### src/div_pkg.sv
//####################
// Division accelerator shared definitions
// Operation codes, register word map and status bits
//####################

`default_nettype none

package div_pkg;

    // Operation select, written to bits 1:0 of the control register
    typedef enum logic [1:0] {
        // Signed quotient
        DIV_OP_DIV  = 2'd0,
        // Unsigned quotient
        DIV_OP_DIVU = 2'd1,
        // Signed remainder
        DIV_OP_REM  = 2'd2,
        // Unsigned remainder
        DIV_OP_REMU = 2'd3
    } div_op_t;

    // Register word indices on the slave bus
    localparam logic [2:0] REG_DIVIDEND = 3'd0;
    localparam logic [2:0] REG_DIVISOR  = 3'd1;
    // Write launches a division
    localparam logic [2:0] REG_CONTROL  = 3'd2;
    // Read only
    localparam logic [2:0] REG_STATUS   = 3'd3;
    localparam logic [2:0] REG_RESULT   = 3'd4;

    // Bit positions inside the status word
    localparam int STATUS_BUSY = 0;
    localparam int STATUS_DONE = 1;
    localparam int STATUS_DBZ  = 2;

endpackage

`default_nettype wire

### src/clz.sv
//####################
// Count leading zeros
// Tree of two-input priority encoders returning all ones on zero input
//####################

`default_nettype none

module clz #(
    parameter int DATA_WIDTH = 32
) (
    input  logic [DATA_WIDTH-1:0]         clz_input,
    output logic [$clog2(DATA_WIDTH)-1:0] clz
);

    localparam int CLZ_W = $clog2(DATA_WIDTH);

    // Node counts per level padded to full width
    logic [CLZ_W-1:0] cnt [CLZ_W][DATA_WIDTH/2];
    // Node covers only zero bits
    logic             zero_flag [CLZ_W][DATA_WIDTH/2];

    genvar lvl;
    genvar node;

    // Leaves look at bit pairs
    for (node = 0; node < DATA_WIDTH / 2; node++) begin : g_leaf
        assign zero_flag[0][node] = ~|clz_input[2*node +: 2];
        assign cnt[0][node]       = {{(CLZ_W-1){1'b0}}, ~clz_input[2*node+1]};
    end

    // Each level merges an upper and a lower child
    for (lvl = 1; lvl < CLZ_W; lvl++) begin : g_level
        for (node = 0; node < (DATA_WIDTH >> (lvl + 1)); node++) begin : g_node
            assign zero_flag[lvl][node] = zero_flag[lvl-1][2*node+1]
                                        & zero_flag[lvl-1][2*node];
            // Empty upper child adds its whole span to the lower count
            assign cnt[lvl][node] = zero_flag[lvl-1][2*node+1]
                                  ? ((CLZ_W'(1) << lvl) | cnt[lvl-1][2*node])
                                  : cnt[lvl-1][2*node+1];
        end
    end

    // Root of the tree
    assign clz = cnt[CLZ_W-1][0];

endmodule

`default_nettype wire

### src/div_quick_clz.sv
//####################
// Quick unsigned divider core
// CLZ-aligned subtraction, one or two quotient bits per cycle
//####################

`default_nettype none

module div_quick_clz #(
    parameter int DATA_WIDTH = 32
) (
    input  logic                  clk,
    input  logic                  rst,
    input  logic                  start,
    input  logic [DATA_WIDTH-1:0] dividend,
    input  logic [DATA_WIDTH-1:0] divisor,
    output logic [DATA_WIDTH-1:0] quotient,
    output logic [DATA_WIDTH-1:0] remainder,
    output logic                  done,
    output logic                  divisor_is_zero
);

    localparam int CLZ_W = $clog2(DATA_WIDTH);

    logic                  running;
    logic                  terminate;
    logic                  iterate;

    logic [CLZ_W-1:0]      r_clz;
    logic [CLZ_W-1:0]      b_clz;
    logic [CLZ_W-1:0]      b_clz_r;
    logic [CLZ_W-1:0]      clz_delta;

    // Divisor shifted up to the top bit
    logic [DATA_WIDTH-1:0] b_norm;
    logic [DATA_WIDTH-1:0] b1;
    logic [DATA_WIDTH-1:0] b2;

    // Trial differences, extra top bits act as borrow
    logic [DATA_WIDTH+1:0] a0;
    logic [DATA_WIDTH:0]   a1;
    logic [DATA_WIDTH-1:0] a2;

    logic [DATA_WIDTH-1:0] q_bit1;
    logic [DATA_WIDTH-1:0] q_bit2;
    logic [DATA_WIDTH-1:0] new_q_bits;
    logic [DATA_WIDTH-1:0] new_r;

    clz #(.DATA_WIDTH(DATA_WIDTH)) clz_r_i (.clz_input(remainder), .clz(r_clz));
    clz #(.DATA_WIDTH(DATA_WIDTH)) clz_b_i (.clz_input(divisor), .clz(b_clz));

    // Divisor stays stable while running, so normalize once
    always_ff @(posedge clk) begin
        if (start) begin
            b_clz_r <= b_clz;
            b_norm  <= divisor << b_clz;
        end
    end

    // Quotient bit weight for the aligned divisor
    assign clz_delta = b_clz_r - r_clz;

    always_comb begin
        q_bit1            = '0;
        q_bit1[clz_delta] = 1'b1;
    end
    assign q_bit2 = q_bit1 >> 1;

    // Divisor aligned under the remainder's leading one, and its half
    assign b1 = b_norm >> r_clz;
    assign b2 = b1 >> 1;

    // Try 1x, 1.5x and 0.5x of the aligned divisor
    assign a1 = {1'b0, remainder} - {1'b0, b1};
    assign a0 = {2'b00, remainder} - ({2'b00, b1} + {2'b00, b2});
    assign a2 = remainder - b2;

    // Largest multiple that keeps the remainder non-negative
    always_comb begin
        if (a1[DATA_WIDTH]) begin
            new_q_bits = q_bit2;
            new_r      = a2;
        end else if (a0[DATA_WIDTH+1] || clz_delta == '0) begin
            new_q_bits = q_bit1;
            new_r      = a1[DATA_WIDTH-1:0];
        end else begin
            new_q_bits = q_bit1 | q_bit2;
            new_r      = a0[DATA_WIDTH-1:0];
        end
    end

    // Zero divisor gives all ones from the encoder with bit 0 clear
    assign divisor_is_zero = (b_clz == '1) && !divisor[0];

    assign terminate = remainder < divisor;
    assign iterate   = running & ~terminate;

    always_ff @(posedge clk) begin
        if (rst) begin
            running <= 1'b0;
            done    <= 1'b0;
        end else begin
            if (start && !divisor_is_zero) begin
                running <= 1'b1;
            end else if (terminate) begin
                running <= 1'b0;
            end
            // Zero divisor finishes right after start
            done <= (running & terminate) | (start & divisor_is_zero);
        end
    end

    always_ff @(posedge clk) begin
        if (start) begin
            quotient  <= '0;
            remainder <= dividend;
        end else if (iterate) begin
            quotient  <= quotient | new_q_bits;
            remainder <= new_r;
        end
    end

endmodule

`default_nettype wire

### src/div_top.sv
//####################
// Division accelerator top
// Wishbone slave registers around the division unit
//####################

`default_nettype none

module div_top #(
    parameter int DATA_WIDTH = 32
) (
    input  logic                    clk,
    input  logic                    rst,
    input  logic                    wb_cyc,
    input  logic                    wb_stb,
    input  logic                    wb_we,
    input  logic [2:0]              wb_adr,
    input  logic [DATA_WIDTH-1:0]   wb_dat_w,
    input  logic [DATA_WIDTH/8-1:0] wb_sel,
    output logic [DATA_WIDTH-1:0]   wb_dat_r,
    output logic                    wb_ack
);

    // Request path
    logic                  start;
    div_pkg::div_op_t      op;
    logic [DATA_WIDTH-1:0] dividend;
    logic [DATA_WIDTH-1:0] divisor;

    // Completion path
    logic                  busy;
    logic                  done;
    logic [DATA_WIDTH-1:0] result;
    logic                  div_by_zero;

    div_wb_regs #(.DATA_WIDTH(DATA_WIDTH)) regs_i (
        .clk(clk), .rst(rst),
        .wb_cyc(wb_cyc), .wb_stb(wb_stb), .wb_we(wb_we), .wb_adr(wb_adr),
        .wb_dat_w(wb_dat_w), .wb_sel(wb_sel), .wb_dat_r(wb_dat_r), .wb_ack(wb_ack),
        .busy(busy), .done(done), .result(result), .div_by_zero(div_by_zero),
        .start(start), .op(op), .dividend(dividend), .divisor(divisor)
    );

    div_unit #(.DATA_WIDTH(DATA_WIDTH)) unit_i (
        .clk(clk), .rst(rst),
        .start(start), .op(op), .dividend(dividend), .divisor(divisor),
        .busy(busy), .done(done), .result(result), .div_by_zero(div_by_zero)
    );

endmodule

`default_nettype wire

### src/div_unit.sv
//####################
// Division unit
// Signed and unsigned div/rem with RISC-V result rules
//####################

`default_nettype none

module div_unit #(
    parameter int DATA_WIDTH = 32
) (
    input  logic                  clk,
    input  logic                  rst,
    input  logic                  start,
    input  div_pkg::div_op_t      op,
    input  logic [DATA_WIDTH-1:0] dividend,
    input  logic [DATA_WIDTH-1:0] divisor,
    output logic                  busy,
    output logic                  done,
    output logic [DATA_WIDTH-1:0] result,
    output logic                  div_by_zero
);

    logic                  accept;
    logic                  is_signed;
    logic                  neg_dividend;
    logic                  neg_divisor;

    // Latched request
    div_pkg::div_op_t      op_r;
    logic                  q_neg;
    logic                  r_neg;
    logic [DATA_WIDTH-1:0] dividend_r;

    logic                  core_start;
    logic [DATA_WIDTH-1:0] core_dividend;
    logic [DATA_WIDTH-1:0] core_divisor;
    logic [DATA_WIDTH-1:0] core_quotient;
    logic [DATA_WIDTH-1:0] core_remainder;
    logic                  core_done;
    logic                  core_dbz;

    logic [DATA_WIDTH-1:0] final_q;
    logic [DATA_WIDTH-1:0] final_r;
    logic                  is_rem;

    // Requests while busy are dropped
    assign accept = start & ~busy;

    assign is_signed    = (op == div_pkg::DIV_OP_DIV) || (op == div_pkg::DIV_OP_REM);
    assign neg_dividend = is_signed & dividend[DATA_WIDTH-1];
    assign neg_divisor  = is_signed & divisor[DATA_WIDTH-1];

    // Magnitudes and result signs, most negative value maps to itself
    always_ff @(posedge clk) begin
        if (accept) begin
            op_r          <= op;
            q_neg         <= neg_dividend ^ neg_divisor;
            r_neg         <= neg_dividend;
            dividend_r    <= dividend;
            core_dividend <= neg_dividend ? -dividend : dividend;
            core_divisor  <= neg_divisor ? -divisor : divisor;
        end
    end

    always_ff @(posedge clk) begin
        if (rst) begin
            busy       <= 1'b0;
            done       <= 1'b0;
            core_start <= 1'b0;
        end else begin
            // Core starts once magnitudes are registered
            core_start <= accept;
            done       <= core_done;
            if (accept) begin
                busy <= 1'b1;
            end else if (core_done) begin
                busy <= 1'b0;
            end
        end
    end

    div_quick_clz #(.DATA_WIDTH(DATA_WIDTH)) core_i (
        .clk            (clk),
        .rst            (rst),
        .start          (core_start),
        .dividend       (core_dividend),
        .divisor        (core_divisor),
        .quotient       (core_quotient),
        .remainder      (core_remainder),
        .done           (core_done),
        .divisor_is_zero(core_dbz)
    );

    // Sign correction, zero divisor overrides
    assign final_q = core_dbz ? '1 : (q_neg ? -core_quotient : core_quotient);
    assign final_r = core_dbz ? dividend_r : (r_neg ? -core_remainder : core_remainder);
    assign is_rem  = (op_r == div_pkg::DIV_OP_REM) || (op_r == div_pkg::DIV_OP_REMU);

    always_ff @(posedge clk) begin
        if (core_done) begin
            result      <= is_rem ? final_r : final_q;
            div_by_zero <= core_dbz;
        end
    end

endmodule

`default_nettype wire

### src/div_wb_regs.sv
//####################
// Wishbone classic register file
// Operands, control, status and result of the divider
//####################

`default_nettype none

module div_wb_regs #(
    parameter int DATA_WIDTH = 32
) (
    input  logic                    clk,
    input  logic                    rst,
    input  logic                    wb_cyc,
    input  logic                    wb_stb,
    input  logic                    wb_we,
    input  logic [2:0]              wb_adr,
    input  logic [DATA_WIDTH-1:0]   wb_dat_w,
    input  logic [DATA_WIDTH/8-1:0] wb_sel,
    output logic [DATA_WIDTH-1:0]   wb_dat_r,
    output logic                    wb_ack,
    input  logic                    busy,
    input  logic                    done,
    input  logic [DATA_WIDTH-1:0]   result,
    input  logic                    div_by_zero,
    output logic                    start,
    output div_pkg::div_op_t        op,
    output logic [DATA_WIDTH-1:0]   dividend,
    output logic [DATA_WIDTH-1:0]   divisor
);

    localparam int SEL_W = DATA_WIDTH / 8;

    logic                  access;
    logic                  wr_access;
    logic                  launch;
    logic                  done_flag;
    logic [DATA_WIDTH-1:0] result_r;
    logic                  dbz_r;
    logic [DATA_WIDTH-1:0] rd_data;

    // New request seen while no ack is out
    assign access    = wb_cyc & wb_stb & ~wb_ack;
    assign wr_access = access & wb_we;
    // Control write only launches when idle
    assign launch    = wr_access && (wb_adr == div_pkg::REG_CONTROL) && !busy;

    // Single-cycle ack, one clock after the strobe
    always_ff @(posedge clk) begin
        if (rst) begin
            wb_ack <= 1'b0;
            start  <= 1'b0;
        end else begin
            wb_ack <= access;
            start  <= launch;
        end
    end

    // Operand registers with byte enables
    always_ff @(posedge clk) begin
        if (wr_access) begin
            for (int b = 0; b < SEL_W; b++) begin
                if (wb_sel[b]) begin
                    if (wb_adr == div_pkg::REG_DIVIDEND) begin
                        dividend[8*b +: 8] <= wb_dat_w[8*b +: 8];
                    end
                    if (wb_adr == div_pkg::REG_DIVISOR) begin
                        divisor[8*b +: 8] <= wb_dat_w[8*b +: 8];
                    end
                end
            end
        end
        if (launch) begin
            op <= div_pkg::div_op_t'(wb_dat_w[1:0]);
        end
    end

    // Sticky done, cleared by the next launch
    always_ff @(posedge clk) begin
        if (rst) begin
            done_flag <= 1'b0;
        end else if (done) begin
            done_flag <= 1'b1;
        end else if (launch) begin
            done_flag <= 1'b0;
        end
    end

    // Hold result steady for software reads
    always_ff @(posedge clk) begin
        if (done) begin
            result_r <= result;
            dbz_r    <= div_by_zero;
        end
    end

    always_comb begin
        rd_data = '0;
        case (wb_adr)
            div_pkg::REG_DIVIDEND: rd_data = dividend;
            div_pkg::REG_DIVISOR:  rd_data = divisor;
            div_pkg::REG_CONTROL:  rd_data[1:0] = op;
            div_pkg::REG_STATUS: begin
                rd_data[div_pkg::STATUS_BUSY] = busy;
                rd_data[div_pkg::STATUS_DONE] = done_flag;
                rd_data[div_pkg::STATUS_DBZ]  = dbz_r;
            end
            div_pkg::REG_RESULT:   rd_data = result_r;
            default:               rd_data = '0;
        endcase
    end

    // Read data valid alongside ack
    always_ff @(posedge clk) begin
        if (access && !wb_we) begin
            wb_dat_r <= rd_data;
        end
    end

endmodule

`default_nettype wire
### config.mk
export PLATFORM = sky130hd
export DESIGN_NAME = div_top
export DESIGN_NICKNAME = d
export VERILOG_FILES = /design/src/div_pkg.sv /design/src/clz.sv /design/src/div_quick_clz.sv /design/src/div_top.sv /design/src/div_unit.sv /design/src/div_wb_regs.sv
export SDC_FILE = /design/constraint.sdc
export NUM_CORES = 1
export LEC_CHECK = 0
export ABC_CLOCK_PERIOD_IN_PS = 16500
export BUFFER_PORTS_ARGS = -buffer_cell sky130_fd_sc_hd__buf_2
export CORE_ASPECT_RATIO = 1.4
export CORE_MARGIN = 4
export CORE_UTILIZATION = 30
export CTS_CLUSTER_SIZE = 8
export DETAILED_ROUTE_END_ITERATION = 12
export REMOVE_ABC_BUFFERS = 1
export SYNTH_ARGS = -nofsm -noshare
export SYNTH_HDL_FRONTEND = slang
export SYNTH_SLANG_ARGS = --single-unit
export TNS_END_PERCENT = 100
### constraint.sdc
create_clock -name clk -period 16.5 [get_ports clk]
set_input_delay 2.475 -clock clk [delete_from_list [all_inputs] [get_ports clk]]
set_output_delay 2.475 -clock clk [all_outputs]
set_load 0.005 [all_outputs]
* After elaboration in Yosys (flattened, before gate mapping) *
Cells that the tools add are included.

operators by class
  add/subtract/negate cells = 9
  order comparisons = 3
  eq/ne operators = 8
  shift-type cells = 2
  multiplexer cells = 54
  bitwise gates (word level) = 70
  reduce and logical (&&, ||, !) cells = 86

operators with widths
  cell                                 number
  2-to-1 mux 32 bit                    13
  negator 32 bit                       4
  one-hot mux 29 bit (3 select lines)  1
  OR reduction 2 bit                   30
  2-to-1 mux 5 bit                     8
  inverter 1 bit                       35
  subtractor 32 x 33 -> 34 bit         1
  adder 32 x 31 -> 33 bit              1
  subtractor 32 x 32 -> 33 bit         1
  zero test 1 bit                      32
  < comparator 32 bit                  1
  2-to-1 mux 2 bit                     16
  OR 32 x 31 -> 32 bit                 1
  OR 32 bit                            1
  << shifter 32 x 5 -> 32 bit          1
  right shift 32 x 5 -> 32 bit         1
  subtractor 32 x 31 -> 32 bit         1
  bitwise AND 1 bit                    31
  AND reduction 3 bit                  8
  2-to-1 mux 3 bit                     4
  one-hot mux 2 bit (5 select lines)   1
  2-to-1 mux 4 bit                     2
  nonzero test 2 bit                   4
  2-to-1 mux 1 bit                     7
  17 further kinds                     27

storage, ports and cells
  register bits after elaboration = 373
  input bits = 44
  output and inout port bits = 33
  logic and storage cells = 264

* Logic depth before layout (Yosys ltp) *
Gate-level depths: netlist of run 1.

  depth in word-level cells = 15
  depth in mapped cells = 39
  mapped depth without buffers = 36

* Cells and area by module *
A second synthesis of run 1 with hierarchy kept.

unflattened totals
  cell total of the unflattened synthesis = 2966
  area total of the unflattened synthesis = 28098.2 µm²

modules (own cells, without submodules)
  module         instances  cells an instance  area each (µm²)  sequential area each (µm²)
  div_quick_clz  1          1832               14555.2          2752.6
  div_unit       1          719                7776.2           3993.8
  div_wb_regs    1          307                5081.1           3993.8
  clz            2          54                 342.8            0.0

* Worst setup path after synthesis of run 1 *
Ideal clock, no wire load.

  path kind = register to register
  start point = register unit_i.core_i.remainder[27]
  end point = register unit_i.core_i.remainder[30], data pin
  setup time = 0.259 ns
  arrival = 7.483 ns
  required time = 16.241 ns
  slack = 8.758 ns
  stages on the path, launching flop included = 39
  clock period less this slack = 7.742 ns
  cells stage by stage = edfxtp_1 > buf_2 > or4_1 > a211oi_2 > a22oi_1 > o21ai_2 > inv_4 > buf_6 > buf_2 > buf_1 > mux2i_1 > a21oi_1 > a211oi_1 > a21oi_1 > nor2_1 > or2_2 > inv_1 > fa_1 > [3 not listed] > a21o_1 > a21oi_1 > o21bai_1 > a21oi_1 > o21a_1 > o211ai_1 > o2111ai_1 > a31oi_1 > o41a_1 > a21o_1 > nand2_1 > a21oi_1 > o21a_1 > nor2_1 > xnor2_1 > nand2_1 > a22oi_1 > o31a_1

between the ends
  cells in the longest elaborated chain, start to end = 14
  elaborated cells between the ends (all ways) = 22
  those cells by class = add/sub: 5; shift: 1; mux: 8; bitwise: 4; reduce/logical: 4

RTL lines
  element                                                       RTL line              text
  start, declared                                               div_quick_clz.sv:17   output logic [DATA_WIDTH-1:0] remainder,
  start signal, assigned                                        div_quick_clz.sv:115  remainder <= dividend;
  start signal, assigned                                        div_quick_clz.sv:118  remainder <= new_r;
  OR reduction 2 bit                                            clz.sv:27             assign zero_flag[0][node] = ~|clz_input[2*node +: 2];
  zero test 1 bit                                               clz.sv:27
  bitwise AND 1 bit (2 in a row)                                clz.sv:35             & zero_flag[lvl-1][2*node];
  2-to-1 mux 5 bit / bitwise AND 1 bit (equally long branches)  clz.sv:38, clz.sv:35
  2-to-1 mux 5 bit                                              clz.sv:38             ? ((CLZ_W'(1) << lvl) | cnt[lvl-1][2*node])
  right shift 32 x 5 -> 32 bit                                  div_quick_clz.sv:69   assign b1 = b_norm >> r_clz;
  adder 32 x 31 -> 33 bit                                       div_quick_clz.sv:74   assign a0 = {2'b00, remainder} - ({2'b00, b1} + {2'b00, b2});
  subtractor 32 x 33 -> 34 bit                                  div_quick_clz.sv:74
  logical OR 1 bit                                              div_quick_clz.sv:82   end else if (a0[DATA_WIDTH+1] || clz_delta == '0) begin
  2-to-1 mux 32 bit                                             div_quick_clz.sv:82
  2-to-1 mux 32 bit (*)                                         div_quick_clz.sv:79   if (a1[DATA_WIDTH]) begin
  2-to-1 mux 32 bit (*)                                         div_quick_clz.sv:116  end else if (iterate) begin
  2-to-1 mux 32 bit (*)                                         div_quick_clz.sv:113  if (start) begin

Every way passes the cells marked *; elsewhere a longest branch is shown, timed or not. The select of a mux whose other input is x is not followed.
A chain may end at the register's enable or synchronous reset.

* Final worst setup path of run 1 *
  start point = register unit_i.core_i.remainder[29]
  end point = register unit_i.core_i.remainder[11], data pin

between the ends
  cells in the longest elaborated chain, start to end = 14
  elaborated cells between the ends (all ways) = 22
  those cells by class = add/sub: 5; shift: 1; mux: 8; bitwise: 4; reduce/logical: 4

RTL lines
  element                                                                    RTL line
  OR reduction 2 bit                                                         clz.sv:27
  zero test 1 bit                                                            clz.sv:27
  bitwise AND 1 bit                                                          clz.sv:35
  2-to-1 mux 5 bit / bitwise AND 1 bit (equally long branches) (2 in a row)  clz.sv:38, clz.sv:35
  2-to-1 mux 5 bit                                                           clz.sv:38
  right shift 32 x 5 -> 32 bit                                               div_quick_clz.sv:69
  adder 32 x 31 -> 33 bit                                                    div_quick_clz.sv:74
  subtractor 32 x 33 -> 34 bit                                               div_quick_clz.sv:74
  logical OR 1 bit                                                           div_quick_clz.sv:82
  2-to-1 mux 32 bit                                                          div_quick_clz.sv:82
  2-to-1 mux 32 bit (*)                                                      div_quick_clz.sv:79
  2-to-1 mux 32 bit (*)                                                      div_quick_clz.sv:116
  2-to-1 mux 32 bit (*)                                                      div_quick_clz.sv:113

Marked as above.

==> metrics.yaml, run 1 <==
outcome:
  status: "completed"
worst_setup_path:
  r2r_start: "unit_i.core_i.remainder[29]"
  cp_slowest_cell: "or4_1"
  path_class: "flip-flop to flip-flop"
  cpPeakStageDelay_ns: 0.79
  r2r-end: "unit_i.core_i.remainder[11]"
  path_max_fanout: 41
  reg2reg_slack_ns: 6.29
  cp_common_cell: "o21ai_0"
  r2r_cells: 32
  cp-end-kind: "flip-flop"
  required_ns: 16.82
  arrival_ns: 10.53
  cp-start-kind: "flip-flop"
floorplanning:
  die_h_um: 359
  design.core.area_um2: 87100
  start_util: 0.303
  rows: 128
  ios: 77
  die_x_um: 259
  die-area_um2: 92900
cells_and_area:
  fin_nets: 3015
  n_fill_cell: 8993
  design_area_um2: 29600
  antenna_cells: 0
  layout.cells.non_filler: 4018
  area.sequential_um2: 10700
  syn2layout_area_growth_pct: 12.1
  multi_input_area_um2: 14800
  drive_above_1_share: 0.0843
clock_network:
  htreeDepth: 2
  clock_sinks: 371
  clkTransAtPathRegs_ns: 0.06
  clock_path_buffers: 3
  postCtsSetupBuffers: 0
  numCtsBuffers: 52
  cts_tree: "done"
  post_cts_resize_count: 0
  cts-root-buf: "clkbuf_16"
  clock_latency_ns: 0.61
  hold_buffers: 0
placed_design:
  port-buffer-count: 76
  place_inst: 3928
  routabilityCongestion: 0.949
  hpwl_mm: 67.3
  placed_area_um2: 28100
sta:
  relSlewSlack: 0.194
  setup_viol: 0
  max_freq_mhz: 98.0
  post-route-period-util: 0.619
  period_minus_slack_ns: 10.21
  worst_pin_slew_ns: 1.20
  rsz0062_at_grt: "false"
  setup_tns_ns: 0
  slew_violations: 0
  finalHoldViolCount: 0
  skew_ns: 0.0379
detailed_routing:
  drc_errors: 0
  wl_per_cell_um: 21.6
  first_pass_iters: 6
  drt-total-wl_mm: 86.9
  antenna_left: 0
  routed_via_density: 5.38
  drt_iter0_markers: 1440
  dr_total_vias: 21600
flow_run:
  drv_cap: 0
logic_synthesis:
  synth_ff_type: "edfxtp_1"
  synthArstFlopShare: 0
  yosysMostFrequentCell: "edfxtp_1"
  synth_top_area_share: 0.376
  synthDistinctLibCells: 104
  ys_seq_area_frac: 0.407
  yosys-top-cells-count: "edfxtp_1, nor2_1, a21oi_1"
  ys_ff_latch: 371
  yosys-top-cells-area: "edfxtp_1, ha_1, mux2i_1, a21oi_1, xnor2_1"
  syn_area_per_cell_um2: 9.52
  syn_area_um2: 26400
  synth_cells: 2774
  synth_edf_count: 331
  yosys_warnings: 0
  synth_top_area_cell: "edfxtp_1"
worst_hold_path:
  hold_depth: 0
  min_from: "unit_i.div_by_zero"
  min_to: "regs_i.dbz_r"
  worst_hold_path_type: "flip-flop to flip-flop"
global_route:
  grt_antenna_before_repair: 0
  gr-usage-all-layers: 0.180
  grt_pass1_vias: 21900
  grt_max_degree: 64
  grt_pass1_wl_mm: 131
  grt_remaining_overflow: 0
power:
  power.leakage_nw: 11.3
  vdd_drop_max_v: 0.0000944
  powerDensity_nw_per_um2: 71.3
## layer usage
layer | up-vias | part of all wire | track usage
li1 | 10300 | - | -
met1 | 10400 | 0.38 | 0.204
met2 | 641 | 0.52 | 0.334
met3 | 216 | 0.038 | 0.0147
met4 | 0 | 0.060 | 0.0951
met5 | - | 0 | 0
## flip-flops by register name, indices dropped and copies added (netlist names), 2 cells and up
signal,cells
unit_i.core_divisor,32
unit_i.core_i.remainder,32
regs_i.divisor,32
unit_i.core_dividend,32
regs_i.wb_dat_r,32
unit_i.core_i.b_norm,32
unit_i.core_i.b_clz_r,5
regs_i.result_r,32
unit_i.result,32
unit_i.dividend_r,31
unit_i.core_i.quotient,32
regs_i.dividend,32
regs_i.op,2
## cells by family after synthesis
| logic type | after synthesis | synth area share |
|---|---|---|
| buffers and inverters | 248 | 0.0365 |
| AND/OR/NAND/NOR | 856 | 0.152 |
| XOR/XNOR | 217 | 0.0720 |
| multiplexers | 147 | 0.0574 |
| adder cells (fa/ha/maj) | 170 | 0.0873 |
| flip-flops | 371 | 0.407 |
| AO/OA/AOI/OAI | 765 | 0.188 |
## stage by stage
step	utilization	worst slack [ns]	hold slack, ns	total power [mW]
final	0.340	6.29	0.412	2.11
after global routing	0.340	5.72	0.423	2.18
after floorplan	-	5.60	0.400	1.09
after global placement	0.323	6.54	0.401	1.13
after CTS	0.340	6.39	0.415	2.13
after detailed placement	0.323	6.44	0.405	1.13
## worst max-delay path: cells and delay by family, from the launching register on
kind,cells,cell delay (ns)
buf+inv,4,1.03
mux,3,1.32
flops,1,0.60
compound gates,18,4.39
fa+ha+maj,2,0.78
simple gates,5,1.70
## cell type report
class                      count  share of cell area
clock inverter                 4             0.00241
timing repair buffer         115              0.0227
sequential                   371               0.363
multi-input combinational   2155               0.499
tap                         1170              0.0494
inverter                     117              0.0149
clock buffer                  86              0.0482
## where the power goes
part	total (mW)	switching, mW	internal, mW
Sequential	1.03	0.00653	1.02
Clock	1.00	0.416	0.587
Combinational	0.0798	0.0483	0.0314
## cell usage in the layout (no fill, tap or decap), types with 28 or more instances in the layout
cell type | synthesis | routed
nor2b_1 | 33 | 31
nor3_1 | 59 | 59
mux2i_1 | 129 | 129
a21oi_1 | 255 | 255
buf_2 | 12 | 76
a211oi_1 | 37 | 37
nor2_1 | 293 | 292
ha_1 | 132 | 132
dfxtp_1 | 40 | 39
clkbuf_1 | 103 | 34
clkbuf_16 | 0 | 52
xor2_1 | 72 | 72
nand3_1 | 38 | 38
buf_4 | 0 | 39
xnor2_1 | 145 | 145
o31ai_1 | 29 | 29
nand2_1 | 235 | 235
edfxtp_1 | 331 | 331
o21a_1 | 28 | 28
inv_1 | 111 | 111
o21ai_0 | 132 | 131
a21o_1 | 59 | 59
nand2b_1 | 34 | 34
## how the worst max path moves through the flow
stage / startpoint / end / slack [ns] / depth (start not counted)
2_1_floorplan: unit_i.core_i.remainder[29] / unit_i.core_i.remainder[29] / 5.60 / 31
3_3_place_gp: unit_i.core_i.remainder[29] / unit_i.core_i.remainder[3] / 6.54 / 34
3_5_place_dp: unit_i.core_i.remainder[29] / unit_i.core_i.remainder[3] / 6.44 / 34
4_1_cts: unit_i.core_i.remainder[29] / unit_i.core_i.remainder[3] / 6.39 / 34
5_1_grt: unit_i.core_i.remainder[29] / unit_i.core_i.remainder[3] / 5.72 / 33
6_report: unit_i.core_i.remainder[29] / unit_i.core_i.remainder[11] / 6.29 / 32
No activity file was read; power rests on OpenSTA's default activity.
==> run 2, diff against run 1 <==
- ABC_AREA: default -> 1
- ABC_CLOCK_PERIOD_IN_PS: 16500 -> 9800
- clock period: 16.5 -> 9.8 ns (I/O delays scaled with it)
==> metrics.yaml, run 2 <==
outcome:
  status: "completed"
worst_setup_path:
  required_ns: 10.16
  path_buf_inv: 3
  cp-end-kind: "flip-flop"
  cpPeakStageDelay_ns: 0.70
  worst_path_dominant_cell_family: "compound AO/OA/AOI/OAI gates"
  r2r-end: "unit_i.core_i.remainder[24]"
  path_class: "flip-flop to flip-flop"
  cp_common_cell: "nand2_1"
  r2r_start: "unit_i.core_i.remainder[30]"
  cp_slowest_cell: "o21ai_0"
  cp-start-kind: "flip-flop"
  path_max_fanout: 47
  reg2reg_slack_ns: 1.45
  r2r_cells: 36
  arrival_ns: 8.71
cells_and_area:
  syn2layout_area_growth_pct: 11.1
  antenna_cells: 0
  drive_above_1_share: 0.0728
  n_fill_cell: 9846
  design_area_um2: 31000
  layout_commonest_cell: "nand2_1"
  fin_nets: 3870
  mostFrequentLayoutCells: "nand2_1, inv_1, nand3_1"
detailed_routing:
  first_pass_iters: 6
  drt_iter0_markers: 2085
  routed_via_density: 5.19
  dr_total_vias: 25500
  wl_per_cell_um: 20.8
  drc_errors: 0
  drt-total-wl_mm: 102
  antenna_left: 0
logic_synthesis:
  yosys-top-cells-count: "nand2_1, inv_1, nand3_1"
  synth_top_area_cell: "edfxtp_1"
  synth_edf_count: 331
  synth_cells: 3622
  syn_area_per_cell_um2: 7.71
  synthDistinctLibCells: 67
  yosysMostFrequentCell: "nand2_1"
  synthArstFlopShare: 0
  synth_ff_type: "edfxtp_1"
  yosys-top-cells-area: "edfxtp_1, nand2_1, nand3_1, ha_1, inv_1"
  yosys_warnings: 0
  synth_top_area_share: 0.356
  ys_seq_area_frac: 0.384
  syn_area_um2: 27900
  ys_ff_latch: 371
clock_network:
  postCtsSetupBuffers: 0
  cts_tree: "done"
  clkTransAtPathRegs_ns: 0.06
  hold_buffers: 0
  clock_path_buffers: 3
  clock_sinks: 371
  post_cts_resize_count: 0
  numCtsBuffers: 52
  clock_latency_ns: 0.60
  htreeDepth: 2
  cts-root-buf: "clkbuf_16"
global_route:
  grt_pass1_wl_mm: 151
  gr-usage-all-layers: 0.202
  grt_antenna_before_repair: 0
  grt_max_degree: 75
  grt_pass1_vias: 25000
  grt_remaining_overflow: 0
sta:
  rsz0062_at_grt: "false"
  slew_violations: 0
  skew_ns: 0.0331
  period_minus_slack_ns: 8.35
  worst_pin_slew_ns: 1.31
  post-route-period-util: 0.852
  fin_ws_ns: 1.45
  setup_viol: 0
  setup_tns_ns: 0
  whs_ns: 0.415
  finalHoldViolCount: 0
  relSlewSlack: 0.120
  max_freq_mhz: 120
floorplanning:
  die-area_um2: 98100
  design.core.area_um2: 92500
  start_util: 0.302
  ios: 77
  rows: 132
  die_h_um: 369
  die_x_um: 266
placed_design:
  routabilityCongestion: 1.02
  hpwl_mm: 81.4
  place_ws_ns: 1.59
  port-buffer-count: 76
  placed_area_um2: 29500
worst_hold_path:
  min_to: "regs_i.result_r[11]"
  hold_depth: 0
  min_from: "unit_i.result[11]"
  worst_hold_path_type: "flip-flop to flip-flop"
flow_run:
  drv_cap: 0
power:
  powerDensity_nw_per_um2: 116
  vdd_drop_max_v: 0.000140
  power.leakage_nw: 13.0
  power_mw: 3.60
run 2: cell count changes in the layout (fill, tap and decap cells not counted), moves of 23 or more:
cell      before  now
a211oi_1      37    7
nand3_1       38  342
xor2_1        72  121
and3_1        27    1
nand2_1      235  897
nand2b_1      34    0
a21o_1        59    9
mux2i_1      129   10
xnor2_1      145   37
nor2b_1       31    0
nand4_1       14   39
o21ai_0      131  231
o31ai_1       29    6
inv_1        111  375
run 2: cells by family after synthesis:
group	after synthesis	share of synthesized area
AO/OA/AOI/OAI	670	0.137
multiplexers	10	0.00358
flip-flops	371	0.384
buffers and inverters	512	0.0751
adder cells (fa/ha/maj)	159	0.0785
XOR/XNOR	158	0.0495
AND/OR/NAND/NOR	1742	0.272
run 2: worst max path at each step:
stage,start,endpoint,slack [ns],cells past startpoint
3_3_place_gp,unit_i.core_i.remainder[30],unit_i.core_i.remainder[24],1.71,36
3_5_place_dp,unit_i.core_i.remainder[30],unit_i.core_i.remainder[24],1.59,36
4_1_cts,unit_i.core_i.remainder[30],unit_i.core_i.remainder[24],1.58,36
6_report,unit_i.core_i.remainder[30],unit_i.core_i.remainder[24],1.45,36
2_1_floorplan,unit_i.core_i.remainder[27],unit_i.core_i.remainder[3],1.92,25
5_1_grt,unit_i.core_i.remainder[30],unit_i.core_i.remainder[24],1.01,36
run 2: final cells by class:
cell class	count	area, um^2	share of cell area
Multi-Input combinational cell	2739	15100	0.487
Sequential cell	371	10700	0.346
Tap cell	1206	1510	0.0486
Inverter	388	1460	0.0471
Clock buffer	93	1460	0.0469
Timing Repair Buffer	115	673	0.0217
Clock inverter	4	71.3	0.00230
run 2: power breakdown:
group | leakage (nW) | total [mW] | internal (mW) | switching (mW)
logic | 9.01 | 0.148 | 0.0511 | 0.0970
registers | 3.31 | 1.74 | 1.73 | 0.0106
clock network | 0.721 | 1.72 | 1.00 | 0.716
total | 13.0 | 3.60 | 2.78 | 0.823
run 2: metal layers:
metal	part of all wire	up-vias	GRT usage
met5	0	-	0
met4	0.087	0	0.146
met3	0.045	246	0.0154
met2	0.49	894	0.359
met1	0.38	11900	0.226
li1	-	12400	-
run 2: per-stage QoR:
step                      utilization  instances
final                           0.336       4916
after floorplan                     -       3498
after global routing            0.336       4916
after global placement          0.319       4819
after CTS                       0.336       4916
after detailed placement        0.319       4819
